$ cat src/source/field_store_macros.svh
// sizes of the field store memory and the command fields, included by the package and all RTL
`ifndef FIELD_STORE_MACROS_SVH
`define FIELD_STORE_MACROS_SVH

`default_nettype none

// one memory word, fields are cut off above its top bit
`define FS_WORD_WIDTH 32

// number of words in the store and the bits needed to address them
`define FS_DEPTH 16
`define FS_ADDR_WIDTH 4

// lowest bit of a field, a value from 0 to 31
`define FS_OFFSET_WIDTH 5

// field length minus one, so a length of 1 to 32 bits fits in 5 bits
`define FS_LEN_WIDTH 5

`default_nettype wire

`endif

$ cat src/source/field_store_pkg.sv
// command and port types shared by the field store decoder, RAM, read unit and testbench
`include "field_store_macros.svh"
`default_nettype none

package field_store_pkg;

   // the op bit sits at the top of both command views and selects the valid one
   typedef enum logic
   {
      FS_OP_READ  = 1'b0,
      FS_OP_WRITE = 1'b1
   } fs_op_e;

   // write view, the value is right-aligned and gets moved up to the offset
   typedef struct packed
   {
      fs_op_e                      op;
      logic [`FS_ADDR_WIDTH-1:0]   addr;
      logic [`FS_OFFSET_WIDTH-1:0] offset;
      logic [`FS_LEN_WIDTH-1:0]    len_m1;
      logic [`FS_WORD_WIDTH-1:0]   value;
   } fs_write_view_t;

   // read view, same layout up front and the low word carries nothing
   typedef struct packed
   {
      fs_op_e                      op;
      logic [`FS_ADDR_WIDTH-1:0]   addr;
      logic [`FS_OFFSET_WIDTH-1:0] offset;
      logic [`FS_LEN_WIDTH-1:0]    len_m1;
      logic [`FS_WORD_WIDTH-1:0]   unused_bits;
   } fs_read_view_t;

   // one 47-bit command word seen either way
   typedef union packed
   {
      fs_write_view_t wr;
      fs_read_view_t  rd;
   } fs_cmd_u;

   // RAM write port, only bits set in mask are written
   typedef struct packed
   {
      logic                        w_v;
      logic [`FS_ADDR_WIDTH-1:0]   addr;
      logic [`FS_WORD_WIDTH-1:0]   mask;
      logic [`FS_WORD_WIDTH-1:0]   data;
   } fs_wr_port_t;

   // read request handed from the decoder to the read unit
   typedef struct packed
   {
      logic                        v;
      logic [`FS_ADDR_WIDTH-1:0]   addr;
      logic [`FS_OFFSET_WIDTH-1:0] offset;
      logic [`FS_LEN_WIDTH-1:0]    len_m1;
   } fs_rd_req_t;

   // RAM read port
   typedef struct packed
   {
      logic                        r_v;
      logic [`FS_ADDR_WIDTH-1:0]   addr;
   } fs_ram_rd_t;

endpackage

`default_nettype wire

$ cat src/source/field_cmd_decoder.sv
// command decoder of the field store, turns field writes into masked RAM writes and reads into requests
`timescale 1ns/1ns
`include "field_store_macros.svh"
`default_nettype none

module field_cmd_decoder
   import field_store_pkg::*;
(
   input  wire logic        clk_i,
   input  wire logic        reset_i,
   input  wire logic        cmd_v_i,
   input  wire fs_cmd_u     cmd_i,
   output      fs_wr_port_t wr_o,
   output      fs_rd_req_t  rd_req_o
);

   // len_m1+1 low ones of the write field, before it is moved up to the offset
   logic [`FS_WORD_WIDTH-1:0] field_ones;
   logic                      is_write;

   // both views keep op in the same place, so either one would do here
   assign is_write = (cmd_i.wr.op == FS_OP_WRITE);

   // shifting an all-ones word down by 31-len_m1 leaves exactly len_m1+1 ones
   assign field_ones = {`FS_WORD_WIDTH{1'b1}}
                       >> (`FS_LEN_WIDTH'(`FS_WORD_WIDTH - 1) - cmd_i.wr.len_m1);

   // write port, decoded through the write view
   always_comb
   begin
      wr_o.w_v  = cmd_v_i && is_write;
      wr_o.addr = cmd_i.wr.addr;
      // the left shift drops every mask and data bit that would land past bit 31
      wr_o.mask = field_ones << cmd_i.wr.offset;
      wr_o.data = cmd_i.wr.value << cmd_i.wr.offset;
   end

   // read request, decoded through the read view
   always_comb
   begin
      rd_req_o.v      = cmd_v_i && !is_write;
      rd_req_o.addr   = cmd_i.rd.addr;
      rd_req_o.offset = cmd_i.rd.offset;
      rd_req_o.len_m1 = cmd_i.rd.len_m1;
   end

   // the RAM has no collision handling, so the two ports must never fire together
   assert property (@(posedge clk_i) disable iff (reset_i)
                    !(wr_o.w_v && rd_req_o.v))
   else
      $error("write and read request in the same cycle");

   // a field always covers at least its offset bit, so an empty mask means a bad decode
   assert property (@(posedge clk_i) disable iff (reset_i)
                    wr_o.w_v |-> (wr_o.mask != '0))
   else
      $error("write with empty mask at address %0h", wr_o.addr);

endmodule

`default_nettype wire

$ cat src/source/field_store_ram.sv
// one-read one-write synchronous RAM of the field store with per-bit write enables
`timescale 1ns/1ns
`include "field_store_macros.svh"
`default_nettype none

module field_store_ram
   import field_store_pkg::*;
(
   input  wire logic                      clk_i,
   input  wire logic                      reset_i,
   input  wire fs_wr_port_t               wr_i,
   input  wire fs_ram_rd_t                rd_i,
   output      logic [`FS_WORD_WIDTH-1:0] r_data_o
);

   // storage has no reset, contents are undefined until a word is written
   logic [`FS_WORD_WIDTH-1:0] mem [`FS_DEPTH];

   // read address captured at the clock edge
   logic [`FS_ADDR_WIDTH-1:0] r_addr_r;

   // the array behaves like a bank of registers
   // the write lands on the clock edge and the read mux works on the
   // latched address after the edge, so a read latched at the next edge
   // already sees the new bits

   // write only the bits whose mask is set, all others keep their value
   always_ff @(posedge clk_i)
   begin
      if (wr_i.w_v)
      begin
         for (int i = 0; i < `FS_WORD_WIDTH; i++)
         begin
            if (wr_i.mask[i])
            begin
               mem[wr_i.addr][i] <= wr_i.data[i];
            end
         end
      end
   end

   // the address goes unknown on idle cycles
   // otherwise the output would quietly follow later writes to the last
   // word read, which a hard RAM macro would never do
   always_ff @(posedge clk_i)
   begin
      if (rd_i.r_v)
      begin
         r_addr_r <= rd_i.addr;
      end
      else
      begin
         r_addr_r <= 'X;
      end
   end

   // read mux after the edge
   assign r_data_o = mem[r_addr_r];

   // same-address read and write in one cycle is undefined for a hard RAM
   // the single command stream should make it impossible
   assert property (@(posedge clk_i) disable iff (reset_i)
                    !(wr_i.w_v && rd_i.r_v && (wr_i.addr == rd_i.addr)))
   else
      $error("read and write collide at address %0h", rd_i.addr);

endmodule

`default_nettype wire

$ cat src/source/field_read_unit.sv
// read unit of the field store, drives the RAM read port and returns the field aligned to bit 0
`timescale 1ns/1ns
`include "field_store_macros.svh"
`default_nettype none

module field_read_unit
   import field_store_pkg::*;
(
   input  wire logic                      clk_i,
   input  wire logic                      reset_i,
   input  wire fs_rd_req_t                rd_req_i,
   output      fs_ram_rd_t                ram_rd_o,
   input  wire logic [`FS_WORD_WIDTH-1:0] ram_data_i,
   output      logic                      rd_v_o,
   output      logic [`FS_WORD_WIDTH-1:0] rd_field_o
);

   // first stage, the field shape waits here while the RAM reads the word
   logic                        req_v_q;
   logic [`FS_OFFSET_WIDTH-1:0] offset_q;
   logic [`FS_LEN_WIDTH-1:0]    len_m1_q;

   // second stage input
   logic [`FS_WORD_WIDTH-1:0]   low_ones;
   logic [`FS_WORD_WIDTH-1:0]   field_d;

   // the request goes straight to the RAM, which latches the address on this edge
   assign ram_rd_o.r_v  = rd_req_i.v;
   assign ram_rd_o.addr = rd_req_i.addr;

   always_ff @(posedge clk_i)
   begin
      if (reset_i)
      begin
         req_v_q <= 1'b0;
      end
      else
      begin
         req_v_q <= rd_req_i.v;
      end
   end

   // shape registers load only with a request
   always_ff @(posedge clk_i)
   begin
      if (rd_req_i.v)
      begin
         offset_q <= rd_req_i.offset;
         len_m1_q <= rd_req_i.len_m1;
      end
   end

   // len_m1+1 ones at the bottom, same construction as the write mask
   assign low_ones = {`FS_WORD_WIDTH{1'b1}}
                     >> (`FS_LEN_WIDTH'(`FS_WORD_WIDTH - 1) - len_m1_q);

   // bring the field down to bit 0 and clear the neighbours above it
   // bits past bit 31 were never stored, the right shift fills them with zeros
   assign field_d = (ram_data_i >> offset_q) & low_ones;

   always_ff @(posedge clk_i)
   begin
      if (reset_i)
      begin
         rd_v_o <= 1'b0;
      end
      else
      begin
         rd_v_o <= req_v_q;
      end
   end

   // field holds between responses, ram data is unknown on idle cycles
   always_ff @(posedge clk_i)
   begin
      if (req_v_q)
      begin
         rd_field_o <= field_d;
      end
   end

   // the response was cut to the length that was in stage one a cycle earlier
   assert property (@(posedge clk_i) disable iff (reset_i)
                    rd_v_o |-> ((rd_field_o
                                 & ~({`FS_WORD_WIDTH{1'b1}}
                                     >> (`FS_LEN_WIDTH'(`FS_WORD_WIDTH - 1)
                                         - $past(len_m1_q)))) == '0))
   else
      $error("read field %0h has bits above its length", rd_field_o);

endmodule

`default_nettype wire

$ cat src/source/field_store_top.sv
// top level of the bit-field register store, one command per clock in and aligned read fields out
`timescale 1ns/1ns
`include "field_store_macros.svh"
`default_nettype none

module field_store_top
   import field_store_pkg::*;
(
   input  wire logic                      clk_i,
   input  wire logic                      reset_i,
   input  wire logic                      cmd_v_i,
   input  wire fs_cmd_u                   cmd_i,
   output      logic                      rd_v_o,
   output      logic [`FS_WORD_WIDTH-1:0] rd_field_o
);

   // masked write from the decoder into the RAM
   fs_wr_port_t               wr;

   // read request from the decoder into the read unit
   fs_rd_req_t                rd_req;

   // RAM read port and the word it returns
   fs_ram_rd_t                ram_rd;
   logic [`FS_WORD_WIDTH-1:0] ram_data;

   // producer, splits the command stream into writes and read requests
   field_cmd_decoder u_decoder
   (
      .clk_i    (clk_i),
      .reset_i  (reset_i),
      .cmd_v_i  (cmd_v_i),
      .cmd_i    (cmd_i),
      .wr_o     (wr),
      .rd_req_o (rd_req)
   );

   // buffer, the 16 by 32 masked-write RAM
   field_store_ram u_ram
   (
      .clk_i    (clk_i),
      .reset_i  (reset_i),
      .wr_i     (wr),
      .rd_i     (ram_rd),
      .r_data_o (ram_data)
   );

   // consumer, reads the word and hands back the field two edges after the command
   field_read_unit u_read_unit
   (
      .clk_i      (clk_i),
      .reset_i    (reset_i),
      .rd_req_i   (rd_req),
      .ram_rd_o   (ram_rd),
      .ram_data_i (ram_data),
      .rd_v_o     (rd_v_o),
      .rd_field_o (rd_field_o)
   );

endmodule

`default_nettype wire

$ cat config.mk
export PLATFORM = sky130hd
export DESIGN_NAME = field_store_top
export DESIGN_NICKNAME = d
export VERILOG_FILES = /design/src/source/field_store_pkg.sv /design/src/source/field_cmd_decoder.sv /design/src/source/field_store_ram.sv /design/src/source/field_read_unit.sv /design/src/source/field_store_top.sv
export VERILOG_INCLUDE_DIRS = /design/src /design/src/source
export SDC_FILE = /design/constraint.sdc
export NUM_CORES = 1
export LEC_CHECK = 0
export BUFFER_PORTS_ARGS = -buffer_cell sky130_fd_sc_hd__clkbuf_2
export CAP_MARGIN = 20
export CELL_PAD_IN_SITES_DETAIL_PLACEMENT = 1
export CELL_PAD_IN_SITES_GLOBAL_PLACEMENT = 2
export CORE_AREA = 5 5 250 252
export DETAILED_ROUTE_END_ITERATION = 16
export DIE_AREA = 0 0 255 257
export PLACE_DENSITY = 0.87
export SLEW_MARGIN = 20
export SYNTH_ARGS = -nofsm -noshare
export SYNTH_HDL_FRONTEND = slang
export SYNTH_HIERARCHICAL = 1
export SYNTH_SLANG_ARGS = --single-unit
$ cat constraint.sdc
create_clock -name clk_i -period 7.3 [get_ports clk_i]
set_clock_uncertainty 0.05 [all_clocks]
set_input_delay 1.825 -clock clk_i [delete_from_list [all_inputs] [get_ports clk_i]]
set_output_delay 1.825 -clock clk_i [all_outputs]
set_load 0.02 [all_outputs]
[After elaboration in Yosys (flattened, before gate mapping)]
Memories as Yosys holds them, arrays and structs flattened. A register that Yosys moved wholly into a read port is not among the register bits.
Index checks and enable logic that the tools add are counted.
Cells by class
  shift operators: 5
  bitwise operators: 1
  $add $sub $neg: 2
  multiplexer cells: 97
  reduce and logical (&&, ||, !) cells: 3
Operator list (number)
  $mux 1: 96
  $shl 32x5->32: 2
  $shr 32x5->32 const A: 2
  $and 32x32->32: 1
  $shr 32x5->32: 1
  $sub 5x5->5 const A: 2
  $mux 4: 1
  $logic_and 1x1->1: 2
  $logic_not 1->1: 1
Word-level totals
  input bits: 50
  memories: 1
  bits in writable memories: 512
  register bits: 44
Memory list
  u_ram.mem: depth 16, bits a word 32, read ports 1, clocked after memory_dff 1, write ports 1, RTL line field_store_ram.sv:17  | logic [`FS_WORD_WIDTH-1:0] mem [`FS_DEPTH];

[Logic depth before layout (Yosys ltp)]
  word-level depth: 6
  mapped depth: 10
  gate-level depth less buffers: 7

[Cells and area by module]
Netlist, hierarchy kept.
Modules (own cells, without submodules)
  field_store_ram: cells an instance 1436, instances 1, area each 21622.0 um2
  field_read_unit: cells an instance 311, instances 1, area each 3633.5 um2
  field_cmd_decoder: cells an instance 442, instances 1, area each 3090.5 um2

[Worst setup path after synthesis]
No wires, ideal clock.
  path type: input to register
  start point: input cmd_i[33] (netlist bit)
  end point: memory u_ram/mem[10][21] (netlist bit), enable pin
  setup time: 0.254 ns
  arrival: 3.657 ns
  slack: 3.339 ns
  path buffers: 2
  data required time: 6.996 ns
  stages on the path: 9
  path through: buf_6 -> or4_4 -> or3_1 -> o311ai_2 -> o2bb2ai_2 -> o22ai_1 -> nand2_1 -> clkbuf_1 -> nor2_1
RTL lines
  start: declaration: RTL line field_store_top.sv:12  | input wire fs_cmd_u cmd_i,
  end: declaration: RTL line field_store_ram.sv:17

==> run_results.csv <==
group,metric,value,unit
worst_setup_path,reg2reg_slack,2.86,ns
pwr,power_density,244.6,mW/mm^2
floorplan,die_h,257,um
drt,num_vias,19290,
worst_setup_path,startpoint_type,"input pin",
logic_synthesis,synth_area_per_cell,12.95,um^2
floorplan,core,0.05991,mm^2
drt,dr.pass1.iters,5,
clock_network,cts_buffers,59,
clock_network,cts_resized,0,
sta,tns,0,ns
finish,final_area,0.03115,mm^2
finish,ff_latch_area,0.01676,mm^2
worst_setup_path,cpMostUsedCell,"nand2_1",
finish,fin_cells,2985,
floorplan,die_width,255,um
clock_network,cts_hold_buf,0,
finish,drive_gt1_frac,0.2106,
drt,wire_per_inst,28.97,um
global_route,grt_antenna_before_repair,0,
pwr,vdd_drop_max,0.0001811,V
worst_setup_path,crit_fanout,51,
clock_network,clkTransAtPathRegs,0.06,ns
sta,hold_viol,0,
finish,area_delta_synth_final,9.934,%
logic_synthesis,synth_nets,2238,
placement,dpl-instance-area,0.02912,mm^2
hold_path,hold_path_class,"reg -> reg",
finish,layout_commonest_cell,"nor2_1",
drt,ant_nets,0,
pwr,leakage,9.201,nW
sta,tightest_slew,1.133,ns
run,maxCapViolations,0,
placement,io_buffers,82,
worst_setup_path,arrival,4.86,ns
drt,drt_iter0_drc,2179,
clock_network,clock_sinks,560,
finish,nets,2202,
sta,holdWs,0.4104,ns
logic_synthesis,synthesis.area,0.02834,mm^2
floorplan,dieArea,0.06554,mm^2
clock_network,cts_tree,"built",
sta,max_slew_margin,0.2447,
sta,setup_viol,0,
drt,vias_per_cell,6.464,
floorplan,start_util,0.4730,
drt,routed_wl,86480,um
worst_setup_path,critical_path.cell_chain,"clkbuf_2, buf_4, inv_1, nand2_1, a31oi_1, o21a_1, a221oi_1, nand2_1, nor2_1",
worst_setup_path,crit_slowest_cell,"nand2_1",
clock_network,root_buffer,"clkbuf_16",
logic_synthesis,syn_inst,2188,
drt,drcViolationCount,0,
global_route,grt_usage,0.2608,
pwr,total_power,7.621,mW
global_route,grt_pass1_vias,19880,
worst_setup_path,path_class,"in -> reg",
finish,multiInputGateArea,0.01056,mm^2
sta,fmax,218.4,MHz
worst_setup_path,worstSetupEndpointType,"flop",
finish,n_antenna_cell,0,
finish,final_cell_mix,"573 x nor2_1, 554 x edfxtp_1, 180 x mux4_2, 173 x nand2_1, 83 x clkbuf_2",
global_route,grt_pass1_wl,128400,um
sta,rsz0062_at_grt,"false",
logic_synthesis,yosysWarnings,6,
placement,dp_hpwl,52140,um
global_route,grt_max_degree,69,
hold_path,hold_start,"u_read_unit/req_v_q",
clock_network,cts_buffer_depth,3,
floorplan,fp-row-count,90,
status,outcome,"finished clean",
clock_network,cts_setup_buffers,0,
placement,gp_congestion,0.9297,
clock_network,cts_htree_levels,2,
sta,finalCritPeriodShare,0.6272,
worst_setup_path,cp-startpoint,"cmd_i[41]",
placement,dp_cells,2872,
global_route,globalRouteOverflowTotal,0,
floorplan,io_pins,83,
worst_setup_path,slowest_delay,0.65,ns
sta,drv_slew,0,
clock_network,clk_latency,0.65,ns
finish,fillers,5970,
sta,period_minus_slack,4.579,ns
worst_setup_path,worst_ep_required_time,7.58,ns
-- flip-flops by register name (all words and copies together), names as in the netlist, named ones only --
name,cells
u_read_unit/rd_field_o,32
u_read_unit/offset_q,5
u_ram/mem,512
u_read_unit/rd_v_o,1
u_read_unit/len_m1_q,5
u_read_unit/req_v_q,1
-- final timing paths --
| kind | cells after the start | to |
|---|---|---|
| worst max register to register | 8 | u_read_unit/rd_field_o[3] |
| worst max-delay path | 9 | u_ram/mem[10][27] |
| worst min-delay path | 1 | u_read_unit/rd_v_o |
| worst min register to register | 1 | u_read_unit/rd_v_o |
-- critical path: cells and delay by family --
kind / cells / cell delay, ns
compound gates: 3 / 0.62
buf+inv: 3 / 0.94
simple gates: 3 / 1.44
-- stage by stage --
step / util / worst slack (ns)
floorplan: - / 3.339
global placement: 0.4859 / 2.270
detailed placement: 0.4861 / 2.154
CTS: 0.5195 / 2.800
global route: 0.5200 / 2.613
finish: 0.5200 / 2.721
-- routing by layer --
layer	vias to the layer above	GRT usage	wire (um)	part of all wire
met4	0	0.07982	2703	0.031
li1	8142	-	-	-
met2	914	0.4388	42950	0.50
met3	154	0.03848	6625	0.077
met1	10080	0.3540	34200	0.40
met5	-	0	0	0
-- layout make-up --
| cell class | count | area share |
|---|---|---|
| inverters | 11 | 0.001325 |
| clock buffers | 64 | 0.04868 |
| repair buffers | 131 | 0.02611 |
| multi-input cells | 1389 | 0.3388 |
| well taps | 782 | 0.03141 |
| clock inverters | 48 | 0.01558 |
| flip-flops and latches | 560 | 0.5381 |
-- power breakdown --
part           internal [mW]  total [mW]  switching (mW)
clock                   1.79        3.09            1.31
sequential              3.61        3.64          0.0345
combinational          0.295       0.882           0.588
total                   5.69        7.62            1.93
No activity file was read; power rests on OpenSTA's default activity.
